File: src/include/fetch_cfg.svh
/*
 * build-time constants for the fetch unit, shared by the RTL and the bench model.
 * include after the package import, wherever one of these values is needed.
 */
`ifndef FETCH_CFG_SVH
`define FETCH_CFG_SVH

// first PC after reset
`define FETCH_RESET_ADDR   32'h0000_1000

// first address past physical memory
`define FETCH_MEM_LIMIT    32'h0010_0000

// half-open hole in the memory map
`define FETCH_UNMAPPED_LO  32'h0008_0000
`define FETCH_UNMAPPED_HI  32'h0009_0000

// BTB index bits, taken from pc[IDX_W+1:2]
`define FETCH_BTB_IDX_W    4

// wait cycles before an unacknowledged read is dropped
`define FETCH_BUS_TIMEOUT  8

`endif

File: src/hw/fetch_pkg.sv
/*
 * types shared by the fetch RTL and its bench: selectors, exceptions,
 * predictions, the fetch output record and the Wishbone signal bundles.
 */
`default_nettype none

package fetch_pkg;

    typedef logic [31:0] addr_t;
    typedef logic [31:0] inst_t;

    typedef enum logic [1:0] {
        NEXT_PC_KEEP,
        NEXT_PC_BP_OR_4,
        NEXT_PC_JUMP,
        NEXT_PC_DEBUG
    } next_pc_sel_e;

    typedef enum logic [1:0] {
        EXC_NONE,
        EXC_ADDR_MISALIGNED,
        EXC_ACCESS_FAULT
    } exc_cause_e;

    typedef enum logic {
        PRED_NOT_TAKEN,
        PRED_TAKEN
    } pred_e;

    typedef enum logic [1:0] {
        IDLE,
        BUS,
        HOLD
    } fetch_state_e;

    typedef struct packed {
        logic       valid;
        exc_cause_e cause;
        addr_t      origin;
    } exc_t;

    typedef struct packed {
        logic  is_branch;
        pred_e decision;
        addr_t pred_addr;
    } bpred_t;

    typedef struct packed {
        logic   valid;
        addr_t  pc;
        inst_t  inst;
        exc_t   ex;
        bpred_t bpred;
    } fetch_out_t;

    // resolved branch from execute, trains the BTB
    typedef struct packed {
        logic  is_branch;
        logic  taken;
        addr_t pc;
        addr_t target;
    } exe_bp_update_t;

    typedef struct packed {
        logic  cyc;
        logic  stb;
        logic  we;
        addr_t adr;
    } wb_m2s_t;

    typedef struct packed {
        logic  ack;
        inst_t dat;
    } wb_s2m_t;

endpackage

`default_nettype wire

File: src/hw/pc_gen.sv
/*
 * fetch PC register with next-PC selection, loaded only on a consume pulse.
 * also flags misaligned and unmapped PCs before the bus is touched.
 */
`timescale 1ns/1ps
`default_nettype none

`include "fetch_cfg.svh"

module pc_gen import fetch_pkg::*; (
    input  logic         clk_i,
    input  logic         rstn_i,
    input  next_pc_sel_e next_pc_sel_i,
    input  addr_t        pc_jump_i,
    input  logic         consume_i,
    input  bpred_t       bpred_i,
    output addr_t        pc_o,
    output exc_t         exc_o
);

    addr_t pc_q;
    addr_t next_pc;
    logic  misaligned;
    logic  access_fault;

    // next PC source
    always_comb begin
        next_pc = pc_q;
        unique case (next_pc_sel_i)
            NEXT_PC_KEEP: begin
                next_pc = pc_q;
            end
            NEXT_PC_BP_OR_4: begin
                if (bpred_i.is_branch && bpred_i.decision == PRED_TAKEN) begin
                    next_pc = bpred_i.pred_addr;
                end else begin
                    next_pc = pc_q + 32'd4;
                end
            end
            NEXT_PC_JUMP,
            NEXT_PC_DEBUG: begin
                next_pc = pc_jump_i;
            end
        endcase
    end

    // PC moves only when the consumer takes the current instruction
    always_ff @(posedge clk_i or negedge rstn_i) begin
        if (!rstn_i) begin
            pc_q <= `FETCH_RESET_ADDR;
        end else if (consume_i) begin
            pc_q <= next_pc;
        end
    end

    assign misaligned   = |pc_q[1:0];
    assign access_fault = (pc_q >= `FETCH_UNMAPPED_LO && pc_q < `FETCH_UNMAPPED_HI)
                        || pc_q >= `FETCH_MEM_LIMIT;

    // misaligned wins over access fault
    always_comb begin
        exc_o.origin = pc_q;
        if (misaligned) begin
            exc_o.valid = 1'b1;
            exc_o.cause = EXC_ADDR_MISALIGNED;
        end else if (access_fault) begin
            exc_o.valid = 1'b1;
            exc_o.cause = EXC_ACCESS_FAULT;
        end else begin
            exc_o.valid = 1'b0;
            exc_o.cause = EXC_NONE;
        end
    end

    assign pc_o = pc_q;

endmodule

`default_nettype wire

File: src/hw/branch_predictor.sv
/*
 * direct-mapped BTB with 2-bit counters. lookup is combinational on the
 * fetch PC; resolved branches from execute write the entry at the next edge.
 */
`timescale 1ns/1ps
`default_nettype none

`include "fetch_cfg.svh"

module branch_predictor import fetch_pkg::*; (
    input  logic           clk_i,
    input  logic           rstn_i,
    input  addr_t          pc_i,
    input  exe_bp_update_t exe_bp_i,
    output bpred_t         bpred_o
);

    localparam int IDX_W   = `FETCH_BTB_IDX_W;
    localparam int ENTRIES = 1 << IDX_W;
    localparam int TAG_W   = 32 - 2 - IDX_W;

    logic [ENTRIES-1:0] valid_q;
    logic [TAG_W-1:0]   tag_q    [ENTRIES];
    addr_t              target_q [ENTRIES];
    logic [1:0]         cnt_q    [ENTRIES];

    logic [IDX_W-1:0] rd_idx;
    logic [TAG_W-1:0] rd_tag;
    logic             rd_hit;
    logic [IDX_W-1:0] wr_idx;
    logic [TAG_W-1:0] wr_tag;
    logic             wr_hit;

    // lookup side
    assign rd_idx = pc_i[IDX_W+1:2];
    assign rd_tag = pc_i[31:IDX_W+2];
    assign rd_hit = valid_q[rd_idx] && tag_q[rd_idx] == rd_tag;

    assign bpred_o.is_branch = rd_hit;
    assign bpred_o.decision  = (rd_hit && cnt_q[rd_idx][1]) ? PRED_TAKEN : PRED_NOT_TAKEN;
    // fall-through address when nothing is known about this pc
    assign bpred_o.pred_addr = rd_hit ? target_q[rd_idx] : pc_i + 32'd4;

    // update side
    assign wr_idx = exe_bp_i.pc[IDX_W+1:2];
    assign wr_tag = exe_bp_i.pc[31:IDX_W+2];
    assign wr_hit = valid_q[wr_idx] && tag_q[wr_idx] == wr_tag;

    always_ff @(posedge clk_i or negedge rstn_i) begin
        if (!rstn_i) begin
            valid_q <= '0;
        end else if (exe_bp_i.is_branch && exe_bp_i.taken) begin
            valid_q[wr_idx] <= 1'b1;
        end
    end

    always_ff @(posedge clk_i) begin
        if (exe_bp_i.is_branch) begin
            if (wr_hit) begin
                target_q[wr_idx] <= exe_bp_i.target;
                // saturating step toward the outcome
                if (exe_bp_i.taken && cnt_q[wr_idx] != 2'd3) begin
                    cnt_q[wr_idx] <= cnt_q[wr_idx] + 2'd1;
                end else if (!exe_bp_i.taken && cnt_q[wr_idx] != 2'd0) begin
                    cnt_q[wr_idx] <= cnt_q[wr_idx] - 2'd1;
                end
            end else if (exe_bp_i.taken) begin
                // new entry starts weakly taken
                tag_q[wr_idx]    <= wr_tag;
                target_q[wr_idx] <= exe_bp_i.target;
                cnt_q[wr_idx]    <= 2'd2;
            end
        end
    end

endmodule

`default_nettype wire

File: src/hw/fetch_ctrl.sv
/*
 * fetch FSM: one Wishbone classic read per PC, then holds the result on
 * fetch_o until the consumer takes it. pre-checked exceptions skip the bus.
 */
`timescale 1ns/1ps
`default_nettype none

module fetch_ctrl import fetch_pkg::*; (
    input  logic       clk_i,
    input  logic       rstn_i,
    input  addr_t      pc_i,
    input  exc_t       exc_i,
    input  bpred_t     bpred_i,
    input  logic       stall_i,
    input  wb_s2m_t    wb_i,
    input  logic       expired_i,
    output wb_m2s_t    wb_o,
    output logic       run_o,
    output logic       consume_o,
    output fetch_out_t fetch_o
);

    fetch_state_e state_q;
    fetch_state_e state_d;

    inst_t  inst_q;
    exc_t   ex_q;
    bpred_t bpred_q;

    always_comb begin
        state_d = state_q;
        unique case (state_q)
            IDLE: begin
                state_d = exc_i.valid ? HOLD : BUS;
            end
            BUS: begin
                if (wb_i.ack || expired_i) begin
                    state_d = HOLD;
                end
            end
            HOLD: begin
                if (!stall_i) begin
                    state_d = IDLE;
                end
            end
            default: begin
                state_d = IDLE;
            end
        endcase
    end

    always_ff @(posedge clk_i or negedge rstn_i) begin
        if (!rstn_i) begin
            state_q <= IDLE;
        end else begin
            state_q <= state_d;
        end
    end

    // result capture on the way into HOLD, frozen while held
    always_ff @(posedge clk_i) begin
        if (state_d == HOLD && state_q != HOLD) begin
            bpred_q <= bpred_i;
            if (state_q == IDLE) begin
                inst_q <= '0;
                ex_q   <= exc_i;
            end else if (wb_i.ack) begin
                // ack beats a simultaneous timeout
                inst_q    <= wb_i.dat;
                ex_q      <= exc_i;
            end else begin
                inst_q    <= '0;
                ex_q.valid  <= 1'b1;
                ex_q.cause  <= EXC_ACCESS_FAULT;
                ex_q.origin <= pc_i;
            end
        end
    end

    // bus side, cyc and stb follow the state register
    assign wb_o.cyc = state_q == BUS;
    assign wb_o.stb = state_q == BUS;
    assign wb_o.we  = 1'b0;
    assign wb_o.adr = pc_i;
    assign run_o    = state_q == BUS;

    assign consume_o = state_q == HOLD && !stall_i;

    // pc only changes on consume, so it is stable for the whole hold
    assign fetch_o.valid = state_q == HOLD;
    assign fetch_o.pc    = pc_i;
    assign fetch_o.inst  = inst_q;
    assign fetch_o.ex    = ex_q;
    assign fetch_o.bpred = bpred_q;

endmodule

`default_nettype wire

File: src/hw/bus_timer.sv
/*
 * wait-cycle counter for one Wishbone read. expired_o is raised in the
 * cycle where stb has been high FETCH_BUS_TIMEOUT cycles without an ack.
 */
`timescale 1ns/1ps
`default_nettype none

`include "fetch_cfg.svh"

module bus_timer (
    input  logic clk_i,
    input  logic rstn_i,
    input  logic run_i,
    input  logic ack_i,
    output logic expired_o
);

    localparam int TIMEOUT = `FETCH_BUS_TIMEOUT;
    localparam int CNT_W   = $clog2(TIMEOUT + 1);

    logic [CNT_W-1:0] cnt_q;
    logic             at_limit;

    assign at_limit = cnt_q == CNT_W'(TIMEOUT - 1);

    always_ff @(posedge clk_i or negedge rstn_i) begin
        if (!rstn_i) begin
            cnt_q <= '0;
        end else if (!run_i || ack_i) begin
            cnt_q <= '0;
        end else if (!at_limit) begin
            cnt_q <= cnt_q + 1'b1;
        end
    end

    assign expired_o = run_i && !ack_i && at_limit;

endmodule

`default_nettype wire

File: src/hw/fetch_top.sv
/*
 * fetch front end top level. connects PC generation, the BTB, the fetch FSM
 * and the bus timer; the Wishbone slave and the consumer sit outside.
 */
`timescale 1ns/1ps
`default_nettype none

module fetch_top import fetch_pkg::*; (
    input  logic           clk_i,
    input  logic           rstn_i,
    input  next_pc_sel_e   next_pc_sel_i,
    input  addr_t          pc_jump_i,
    input  logic           stall_i,
    input  exe_bp_update_t exe_bp_i,
    input  wb_s2m_t        wb_i,
    output fetch_out_t     fetch_o,
    output wb_m2s_t        wb_o
);

    addr_t  pc;
    exc_t   exc;
    bpred_t bpred;
    logic   consume;
    logic   run;
    logic   expired;

    pc_gen pc_gen0 (
        .clk_i         (clk_i),
        .rstn_i        (rstn_i),
        .next_pc_sel_i (next_pc_sel_i),
        .pc_jump_i     (pc_jump_i),
        .consume_i     (consume),
        .bpred_i       (bpred),
        .pc_o          (pc),
        .exc_o         (exc)
    );

    branch_predictor bp0 (
        .clk_i    (clk_i),
        .rstn_i   (rstn_i),
        .pc_i     (pc),
        .exe_bp_i (exe_bp_i),
        .bpred_o  (bpred)
    );

    fetch_ctrl ctrl0 (
        .clk_i     (clk_i),
        .rstn_i    (rstn_i),
        .pc_i      (pc),
        .exc_i     (exc),
        .bpred_i   (bpred),
        .stall_i   (stall_i),
        .wb_i      (wb_i),
        .expired_i (expired),
        .wb_o      (wb_o),
        .run_o     (run),
        .consume_o (consume),
        .fetch_o   (fetch_o)
    );

    // watches the read that ctrl0 has in flight
    bus_timer timer0 (
        .clk_i     (clk_i),
        .rstn_i    (rstn_i),
        .run_i     (run),
        .ack_i     (wb_i.ack),
        .expired_o (expired)
    );

endmodule

`default_nettype wire

File: config.mk
export PLATFORM = sky130hd
export DESIGN_NAME = fetch_top
export DESIGN_NICKNAME = d
export VERILOG_FILES = /design/src/hw/fetch_pkg.sv /design/src/hw/pc_gen.sv /design/src/hw/branch_predictor.sv /design/src/hw/fetch_ctrl.sv /design/src/hw/bus_timer.sv /design/src/hw/fetch_top.sv
export VERILOG_INCLUDE_DIRS = /design/src /design/src/include
export SDC_FILE = /design/constraint.sdc
export NUM_CORES = 1
export LEC_CHECK = 0
export BUFFER_PORTS_ARGS = -buffer_cell sky130_fd_sc_hd__buf_2
export CAP_MARGIN = 0
export CORE_UTILIZATION = 25
export DETAILED_ROUTE_END_ITERATION = 10
export PLACE_DENSITY = 0.47
export SYNTH_ARGS = -nofsm -noshare
export SYNTH_HDL_FRONTEND = slang
export SYNTH_SLANG_ARGS = --single-unit
File: constraint.sdc
create_clock -name clk_i -period 11.4 [get_ports clk_i]
set_input_delay 1.71 -clock clk_i [delete_from_list [all_inputs] [get_ports clk_i]]
set_output_delay 1.71 -clock clk_i [all_outputs]
set_load 0.02 [all_outputs]
==> results.md, run 1 <==
* Status: completed
* Met2 Usage GRT at between 20% and 30%
* DRT iter0 DRCs at approximately 2500
* # hold bufs at CTS at 0
* Initial antenna violation count at 33
* Setup repair after global routing missed its margin: no
* GR Util met3 at around 2.7%
* Max Slew Vio Count at 0
* Number of synthesized register bits at 1115
* Postcts setup bufs at 0
* TritonCTS Buffers at 131
* Critical Path RT at 11.82 ns
* Worst-Margin Slew at around 1.1 ns
* GRT overflow at 0
* Worst Hold Class: reg2reg
* Reg2reg end: pc_gen0.pc_o[4]$_DFFE_PN0P_
* Detailed placement HPWL at between 100000 and 150000 um
* Worst Setup End Kind: register
* Die H at ~450 um
* Nets at 3109
* Met1 global-route usage at roughly a fifth
* Post-synth ARST share at under 10%
* R2r startpoint: pc_gen0.pc_o[2]$_DFFE_PN0P_
* Vias in the first global route at between 20000 and 30000
* Fin area at about 58000 um^2
* Clock tree sinks at approximately 1100
* Min Tclk post-route at around 7 ns
* Post_cts resized at 0
* WP depth at 13
* Maximum root-to-sink buffer count at 3
* R2R Setup Slk at between 5 and 6 ns
* Leakage at around 19 nW
* Area post-placement at ~54000 um^2
* Buffers on Ports at about 300
* Multi-input logic area at between 15000 and 20000 um^2
* Kind of cell adding the most delay to the critical path: buffers and inverters
* Post-Route Utilization at between 20% and 30%
* Storage element area at roughly 33000 um^2
* CP Launch Point: exe_bp_i[34]
* H-Tree Depth at 4
* WL final at roughly 160000 um
* Setup Crit Path Kind: in2reg
* CP max-delay cell: nor2_4
* Number of distinct library cells after synthesis at 86
* Final Hold Vio Count at 0
* CTS Root Cell: clkbuf_16
* Gr usage total at about 16%
* Syn_area_per_cell at ~19 um^2
* Cell area power density at ~230 nW/um^2
* Die Area at about 200000 um^2
* Buf/Inv on CP at 4
* Clk_lat worst skew at roughly 0.8 ns
* Slew HR at between 20 and 25%
* Post-Syn Area at 49400 um^2
* Setup TNS at 0 ns
* Worst setup margin at between 4 and 5 ns
* EDFF count, synth at 1061
* Layout Skew at 0.0713 ns
* End of the critical path: bp0.target_q[7][10]$_DFFE_PP_
* Core area at just under 200000 um^2
* Gp weighted congestion at approximately 0.79
* Busiest layer in global routing: met2
* First-pass DRT Iterations at 5
* CP Cell Sequence: clkbuf_8, buf_4, mux4_2, mux4_2, xnor2_1, nand4_1, nor3_1, o2111ai_1, buf_4, nand2_1, nand3_1, nor2_4, buf_4
* Cells after Synth at roughly 2700
* Critical path's largest stage delay at 0.60 ns
* R2R cell count at 12
* Clock transition at path regs at approximately 0.050 ns
* CTS tree: yes
* Fillers at 19300
* Max-cap violations at 0
* Period utilization at about three fifths
* Area Overhead vs Synth at 17.3%
* CP Launch Type: input port
* FMAX at between 0.1 and 0.15 GHz
* Cell row count at around 160
* Largest net degree at the start of global routing at 96
* Wirelength per Cell at around 29 um
* Vias per std cell at between 4 and 5
* Crit path max fanout at 53
* Boundary Pins at 305
* Syn Nets at about 2800
* VDD IR-drop max at ~0.17 mV
* DRC violations left at 0
* Starting Density at 25.3%
* Worst EP arrival at 7.33 ns
* Finished Layout Cells at between 5000 and 6000
* Top FF cell, synth: edfxtp_1
* Final setup violation count at 0
* Share of the yosys chip area belonging to registers at between 60% and 70%
* Ratio of cells with drive above 1 in the final layout at between 30% and 40%
* YS warnings at 0
* Dpl cells at ~5500
* First-pass GRT wire length at 226000 um
* Horiz. Die Dim at around 450 um
* CP dominant cell by count: buf_4
* Routed Antenna Nets at 0
* Vias at 27500
* Pre-CTS WS at between 3 and 4 ns
## flip-flops by register name (all words and copies together) (netlist names)
| register | flops |
|---|---|
| bp0.target_q | 512 |
| bp0.tag_q | 416 |
| ctrl0.fetch_o | 69 |
| bp0.cnt_q | 32 |
| ctrl0.inst_q | 32 |
| pc_gen0.pc_o | 32 |
| bp0.valid_q | 16 |
| timer0.cnt_q | 4 |
| ctrl0.state_q | 2 |
## cell usage in the layout, fill, tap and decap left out, types with 12 or more instances in the layout
cell,instances
edfxtp_1,1061
mux4_2,362
buf_2,298
mux2i_1,146
clkbuf_16,132
nor2_1,90
nand2_1,84
buf_4,80
xnor2_1,50
dfrtp_1,49
and2_1,45
clkbuf_1,40
nand3_1,39
and3_1,36
nor2_4,31
a22oi_1,30
o21ai_0,26
inv_1,25
mux2_2,25
a21oi_1,24
mux2_1,23
nor4_1,22
clkinv_1,22
a22o_1,21
nor3_1,19
nand4_1,17
o21bai_1,15
xor2_1,15
nand2b_1,14
o22ai_1,13
o21ai_1,13
clkinv_2,12
## how the worst min path moves through the flow
| stage | start | to | slack, ns | cells after the start |
|---|---|---|---|---|
| 5_1_grt | bp0.valid_q[0]$_DFFE_PN0P_ | bp0.valid_q[0]$_DFFE_PN0P_ | 0.51 | 1 |
| 4_1_cts | bp0.valid_q[14]$_DFFE_PN0P_ | bp0.valid_q[14]$_DFFE_PN0P_ | 0.50 | 1 |
| 2_1_floorplan | bp0.valid_q[9]$_DFFE_PN0P_ | bp0.valid_q[9]$_DFFE_PN0P_ | 0.45 | 1 |
| 3_5_place_dp | bp0.valid_q[14]$_DFFE_PN0P_ | bp0.valid_q[14]$_DFFE_PN0P_ | 0.48 | 1 |
| 3_3_place_gp | bp0.valid_q[11]$_DFFE_PN0P_ | bp0.valid_q[11]$_DFFE_PN0P_ | 0.48 | 1 |
| 6_report | bp0.valid_q[8]$_DFFE_PN0P_ | bp0.valid_q[8]$_DFFE_PN0P_ | 0.50 | 1 |
## kinds of logic (layout without fill, tap and decap cells)
group                      count (synthesis)  in the layout  synth area share [%]
other                                      1              4               0.00758
and+or+nand+nor                          444            444                  4.58
muxes                                    556            556                  20.5
AOI/OAI and AO/OA                        244            244                  3.65
buffers and inverters                    243            643                  2.80
xor gates and xnor gates                  66             66                  1.18
DFF                                     1115           1115                  67.2
adders and majority gates                  3              3                0.0759
## Yosys cell counts (all sizes together) (5+ instances only)
| cell | n | area (um^2) |
|---|---|---|
| and2 | 48 | 300 |
| mux4 | 362 | 8150 |
| inv | 27 | 101 |
| edfxtp | 1061 | 31900 |
| nand2 | 84 | 315 |
| mux2 | 48 | 541 |
| o2111ai | 7 | 67.6 |
| buf | 140 | 996 |
| nor4 | 24 | 171 |
| a31oi | 9 | 56.3 |
| xor2 | 15 | 131 |
| and3 | 37 | 231 |
| a21oi | 24 | 120 |
| mux2i | 146 | 1460 |
| nor2 | 123 | 474 |
| o221ai | 9 | 78.8 |
| nand3 | 39 | 195 |
| xnor2 | 51 | 454 |
| nand4 | 17 | 106 |
| a221o | 7 | 70.1 |
| nor2b | 11 | 68.8 |
| o21ai | 39 | 195 |
| clkbuf | 76 | 285 |
| o22ai | 13 | 81.3 |
| o2bb2ai | 8 | 70.1 |
| a22oi | 31 | 238 |
| a211o | 5 | 43.8 |
| nand2b | 14 | 87.6 |
| dfrtp | 53 | 1330 |
| o21bai | 15 | 113 |
| and4 | 6 | 52.6 |
| a221oi | 9 | 78.8 |
| a22o | 21 | 184 |
| nor3 | 21 | 110 |
## routing by layer
layer	part of all wire [%]	up-vias
li1	-	11600
met1	42	14800
met2	51	764
met3	4.5	255
met4	2.7	24
met5	0.10	-
## where the power goes
part / internal [mW] / total (mW) / leakage, nW / switching, mW
clock network: 2.28 / 4.04 / 1.98 / 1.76
logic: 1.61 / 4.24 / 6.53 / 2.63
registers: 4.83 / 5.22 / 10.2 / 0.389
## worst reg2reg max path: cells and delay by family, from the launching register on
| kind | cells | cell delay (ns) |
|---|---|---|
| buffers and inverters | 3 | 1.89 |
| muxes | 3 | 1.48 |
| AOI/OAI and AO/OA | 3 | 1.14 |
| and+or+nand+nor | 2 | 0.79 |
| DFF | 1 | 0.69 |
| xor gates and xnor gates | 1 | 0.12 |
## area by class of cell
cell class,count,share of cell area (%)
flip-flops and latches,1115,57.3
multi-input cells,1314,26.0
clock buffers,175,6.03
well taps,2624,5.66
repair buffers,381,3.68
clock inverters,60,1.10
inverters,27,0.179
diodes,3,0.0129
## metrics by stage
step | power, mW | hold WS, ns
finish | 13.5 | 0.496
global route | 14.0 | 0.512
CTS | 13.7 | 0.495
detailed placement | 9.61 | 0.479
global placement | 9.61 | 0.476
floorplan | 7.93 | 0.453
No activity file was read; power rests on OpenSTA's default activity.
==> inputs of run 2 (changes only) <==
==> constraint.sdc (replaced) <==
create_clock -name clk_i -period 7.1 [get_ports clk_i]
set_input_delay 1.065 -clock clk_i [delete_from_list [all_inputs] [get_ports clk_i]]
set_output_delay 1.065 -clock clk_i [all_outputs]
set_load 0.02 [all_outputs]
==> results.md, run 2 (synthesis gave the netlist of run 1 again) <==
* Status: completed
* Reg2reg end: pc_gen0.pc_o[7]$_DFFE_PN0P_
* First-pass GRT wire length at about 230000 um
* Worst Hold Class: in2async
* Die Area at about 200000 um^2
* Initial antenna violation count at 42
* Gp weighted congestion at around 0.83
* Clock tree sinks at about 1100
* CP Launch Point: pc_gen0.pc_o[4]$_DFFE_PN0P_
* Commonest non-fill, non-tap cell in the layout: edfxtp_1
* Core area at 196000 um^2
* Clk_lat worst skew at between 0.8 and 0.9 ns
* Layout Skew at slightly below 0.1 ns
* Routed Antenna Nets at 0
* CP max-delay cell: and2_1
* Leakage at 19.0 nW
* CP Launch Type: register
* Area Overhead vs Synth at 18.6%
* Kind of cell adding the most delay to the critical path: simple AND/OR/NAND/NOR gates
* Dpl cells at between 5000 and 6000
* Crit path max fanout at 55
* Critical Path RT at between 7 and 8 ns
* CP Cell Sequence: and2_1, buf_4, a22oi_1, a21o_1, a211oi_1, o2111ai_1, nor4_2, and3_2, buf_4, mux2_2, o2bb2ai_1
* Max Slew Vio Count at 0
* Cell row count at 162
* R2R cell count at 11
* GRT overflow at 0
* Biggest register: bp0.target_q
* Setup repair after global routing missed its margin: no
* Detailed placement HPWL at roughly 110000 um
* FMAX at between 0.15 and 0.2 GHz
* Cell area power density at about 380 nW/um^2
* DRC violations left at 0
* Most frequent cells in the layout: 1061 x edfxtp_1, 362 x mux4_2, 298 x buf_2
* Final Hold Vio Count at 0
* R2R Setup Slk at about 1.6 ns
* Die H at ~450 um
* Starting Density at 25.3%
* Wirelength per Cell at ~29 um
* Post_cts resized at 0
* Min Tclk post-route at between 5 and 6 ns
* Multi-input logic area at 15100 um^2
* WP depth at 11
* DRT iter0 DRCs at approximately 2600
* R2r startpoint: pc_gen0.pc_o[4]$_DFFE_PN0P_
* Max-cap violations at 0
* Worst EP arrival at approximately 6.3 ns
* Ratio of cells with drive above 1 in the final layout at ~33%
* CP dominant cell by count: buf_4
* H-Tree Depth at 4
* Fillers at 19200
* Gr usage total at between 10% and 20%
* Slew HR at about 26%
* WL final at around 160000 um
* TritonCTS Buffers at 133
* Postcts setup bufs at 0
* Maximum root-to-sink buffer count at 3
* Vias in the first global route at about 28000
* Vias per std cell at between 4 and 5
* Boundary Pins at a little over 300
* CTS Root Cell: clkbuf_16
* Storage element area at 33200 um^2
* VDD IR-drop max at ~0.30 mV
* Buffers on Ports at 301
* Vias at approximately 28000
* Horiz. Die Dim at between 400 and 500 um
* First-pass DRT Iterations at 5
* Max reg flops at 512
* # hold bufs at CTS at 0
* Critical path's largest stage delay at ~0.76 ns
* Worst-Margin Slew at between 1 and 1.5 ns
* Finished Layout Cells at about 5700
* Setup TNS at 0 ns
* CTS tree: yes
* Buf/Inv on CP at 2
* Largest net degree at the start of global routing at around 100
* Clock transition at path regs at roughly 0.060 ns
* Nets at between 3000 and 4000
* Setup Crit Path Kind: reg2reg
* Period utilization at between 70% and 80%
* Final setup violation count at 0
* Worst Setup End Kind: register
[run 2: changes by cell type in the layout (fill, tap and decap cells not counted), moves of 2 or more]
cell        change
bufinv_16       +6
buf_4           -4
buf_12         +23
diode_2         +6
clkbuf_16       +2
clkbuf_1        -3
clkinv_1        -2
inv_16          -2
clkinvlp_4      -3
[run 2: worst register-to-register path, stage by stage (launching register included)]
cell and delay (ns):
dfrtp_4 0.74, and2_1 0.78, buf_4 0.42, a22oi_1 0.27, a21o_1 0.21, a211oi_1 0.73, o2111ai_1 0.21, nor4_2 0.58
and3_2 0.28, buf_4 0.58, mux2_2 0.44, o2bb2ai_1 0.21
[run 2: layout make-up]
| cell class | count | share of cell area, % |
|---|---|---|
| antenna | 9 | 0.0384 |
| clock buffer | 174 | 6.03 |
| clock inverter | 61 | 1.33 |
| inverter | 27 | 0.177 |
| multi-input combinational | 1314 | 25.8 |
| sequential | 1115 | 56.7 |
| tap | 2624 | 5.60 |
| timing repair buffer | 400 | 4.38 |
[run 2: routing by layer]
layer  wire, um  track usage (%)  vias up  part of all wire [%]
li1           -                -    11600                     -
met1      68300             21.0    15000                    42
met2      83000             28.0      859                    51
met3       8120             2.84      254                   5.0
met4       3720             3.91       22                   2.3
met5        138                0        -                 0.084
[run 2: worst max path at each step]
stage	to	slack [ns]
finish	pc_gen0.pc_o[7]$_DFFE_PN0P_	1.56
global route	pc_gen0.pc_o[7]$_DFFE_PN0P_	1.56
CTS	bp0.target_q[3][21]$_DFFE_PP_	1.71
detailed placement	bp0.target_q[3][31]$_DFFE_PP_	0.87
global placement	bp0.target_q[3][31]$_DFFE_PP_	0.85
floorplan	ctrl0.fetch_o[0]$_DFFE_PP_	1.74
[run 2: power breakdown]
group          internal (mW)  leakage (nW)  switching [mW]  total, mW
combinational           2.65          6.71            4.46       7.11
clock                   3.92          2.07            2.84       6.75
sequential              7.75          10.2           0.527       8.28
[run 2: stage by stage]
step,cell area (um^2),hold slack [ns],power [mW],utilization [%],setup slack [ns]
finish,58600,0.435,22.1,30.0,1.56
global route,58600,0.463,23.0,30.0,1.56
CTS,58600,0.415,22.5,30.0,1.71
detailed placement,54300,0.480,15.6,27.8,0.870
global placement,54300,0.475,15.6,27.8,0.855
floorplan,49400,0.453,12.7,-,1.74
==> inputs of run 3 (changes only) <==
==> constraint.sdc (replaced) <==
create_clock -name clk_i -period 5.5 [get_ports clk_i]
set_input_delay 0.825 -clock clk_i [delete_from_list [all_inputs] [get_ports clk_i]]
set_output_delay 0.825 -clock clk_i [all_outputs]
set_load 0.02 [all_outputs]
==> results.md, run 3 (synthesis gave the netlist of run 1 again) <==
* Status: completed
* Starting Density at between 20 and 30%
* Cell area power density at approximately 480 nW/um^2
* R2r startpoint: pc_gen0.pc_o[2]$_DFFE_PN0P_
* Routed Antenna Nets at 0
* Die Area at about 200000 um^2
* H-Tree Depth at 4
* Gr usage total at about 16%
* Final setup violation count at 0
* CTS Root Cell: clkbuf_16
* Crit path max fanout at 24
* Clock tree sinks at 1115
* Worst setup margin at around 0.54 ns
* DRT iter0 DRCs at approximately 2600
* Sw Share at between 30% and 40%
* Postcts setup bufs at 0
* Worst EP arrival at ~5.5 ns
* Horiz. Die Dim at about 450 um
* Gp weighted congestion at roughly 0.84
* Detailed placement HPWL at around 110000 um
* Worst Hold Class: in2async
* Vias in the first global route at ~28000
* Max Slew Vio Count at 0
* Period utilization at 90.1%
* Area Overhead vs Synth at 20.8%
* R2R Setup Slk at 0.54 ns
* Psw at about 10 mW
* Final Hold Vio Count at 0
* Maximum root-to-sink buffer count at 3
* First-pass GRT wire length at roughly 230000 um
* Gate power share at approximately 32%
* GRT overflow at 0
* Biggest register: bp0.target_q
* Max reg flops at about 510
* WL final at around 160000 um
* DRC violations left at 0
* Min Tclk post-route at 4.96 ns
* Buffers on Ports at around 300
* Setup TNS at 0 ns
* Max-cap violations at 0
* Setup repair after global routing missed its margin: no
* Wirelength per Cell at roughly 28 um
* FMAX at 0.202 GHz
* Nets at about 3200
* Leakage at between 15 and 20 nW
* Pre-CTS WS at approximately 0.019 ns
* Ratio of cells with drive above 1 in the final layout at 34.7%
* Initial antenna violation count at 36
* Worst-Margin Slew at ~1.1 ns
* VDD IR-drop max at between 0.4 and 0.5 mV
* Dpl cells at ~5500
* Reg2reg end: ctrl0.fetch_o[28]$_DFFE_PP_
* Pwr Total at ~29 mW
* Boundary Pins at roughly 310
* TritonCTS Buffers at 132
* Cell row count at approximately 160
* Critical Path RT at roughly 6 ns
* Layout Skew at slightly above 0.05 ns
* Commonest non-fill, non-tap cell in the layout: edfxtp_1
* CP Launch Point: pc_gen0.pc_o[2]$_DFFE_PN0P_
* CP Launch Type: register
* Finished Layout Cells at just under 6000
* End of the critical path: ctrl0.fetch_o[28]$_DFFE_PP_
* Clk_lat worst skew at just under 0.8 ns
* Internal power at ~19 mW
* Fin area at 59700 um^2
* # hold bufs at CTS at 0
* R2R cell count at 13
* Worst Setup End Kind: register
* Post_cts resized at 0
* CTS tree: yes
* Clock transition at path regs at approximately 0.06 ns
* Vias per std cell at between 4 and 5
* Clock power share at a little under a third
* Core area at ~200000 um^2
* Die H at around 450 um
* Setup Crit Path Kind: reg2reg
* Share of total power in sequential cells at 37.5%
* Most frequent cells in the layout: 1061 x edfxtp_1, 362 x mux4_2, 298 x buf_2
* Vias at 27900
* First-pass DRT Iterations at 5
* Largest net degree at the start of global routing at 132
* Slew HR at 27.6%
* Area post-placement at 55400 um^2
## run 3: cell types whose count changed in the layout (fill, tap and decap cells not counted), moves of 3 or more
cell	change
clkinv_1	+8
clkbuf_1	-8
diode_2	-5
buf_4	+9
buf_12	+54
inv_16	+3
clkinv_16	-4
## run 3: power groups by stage
stage                     Clock, mW  Sequential, mW  Combinational (mW)
after global routing           9.25            10.8                9.73
after CTS                      8.94            10.8                9.41
after detailed placement          0            11.0                9.39
after global placement            0            11.0                9.40
after floorplan                   0            11.0                5.41
final                          8.72            10.8                9.26
## run 3: worst max-delay path: stages, from the launching register on
cell and delay, ns:
dfrtp_4 0.70, and2_1 0.57, buf_4 0.36, a22oi_1 0.19, and4_1 0.26, nor4_1 0.30
nand3_1 0.13, a2111oi_0 0.84, buf_4 0.24, nand2_1 0.08, nor2_4 0.14, buf_12 0.16
buf_12 0.21, mux2_1 0.42
## run 3: layer usage
layer,GRT usage (%),part of all wire (%),vias to the layer above
met5,0,0.075,-
met4,4.81,2.7,18
met3,2.60,4.6,252
met2,27.9,51,843
met1,21.0,42,15100
li1,-,-,11800
## run 3: worst min path at each step
stage,from,endpoint,cells after the start
3_3_place_gp,bp0.valid_q[6]$_DFFE_PN0P_,bp0.valid_q[6]$_DFFE_PN0P_,1
4_1_cts,rstn_i,pc_gen0.pc_o[1]$_DFFE_PN0P_,2
6_report,rstn_i,pc_gen0.pc_o[1]$_DFFE_PN0P_,2
2_1_floorplan,bp0.valid_q[9]$_DFFE_PN0P_,bp0.valid_q[9]$_DFFE_PN0P_,1
3_5_place_dp,bp0.valid_q[8]$_DFFE_PN0P_,bp0.valid_q[8]$_DFFE_PN0P_,1
5_1_grt,rstn_i,pc_gen0.pc_o[1]$_DFFE_PN0P_,2
## run 3: layout make-up
cell class	count	area, um^2
inverters	27	104
repair buffers	463	3720
clock buffers	165	3500
multi-input cells	1314	15100
clock inverters	71	782
diodes	4	10.0
fillers	19200	136000
flip-flops and latches	1115	33200
well taps	2624	3280
## run 3: per-stage QoR
stage                     util (%)  hold slack (ns)
after detailed placement      28.3            0.477
after floorplan                  -            0.453
after global placement        28.3            0.477
after CTS                     30.5            0.166
final                         30.5            0.200
after global routing          30.5            0.218
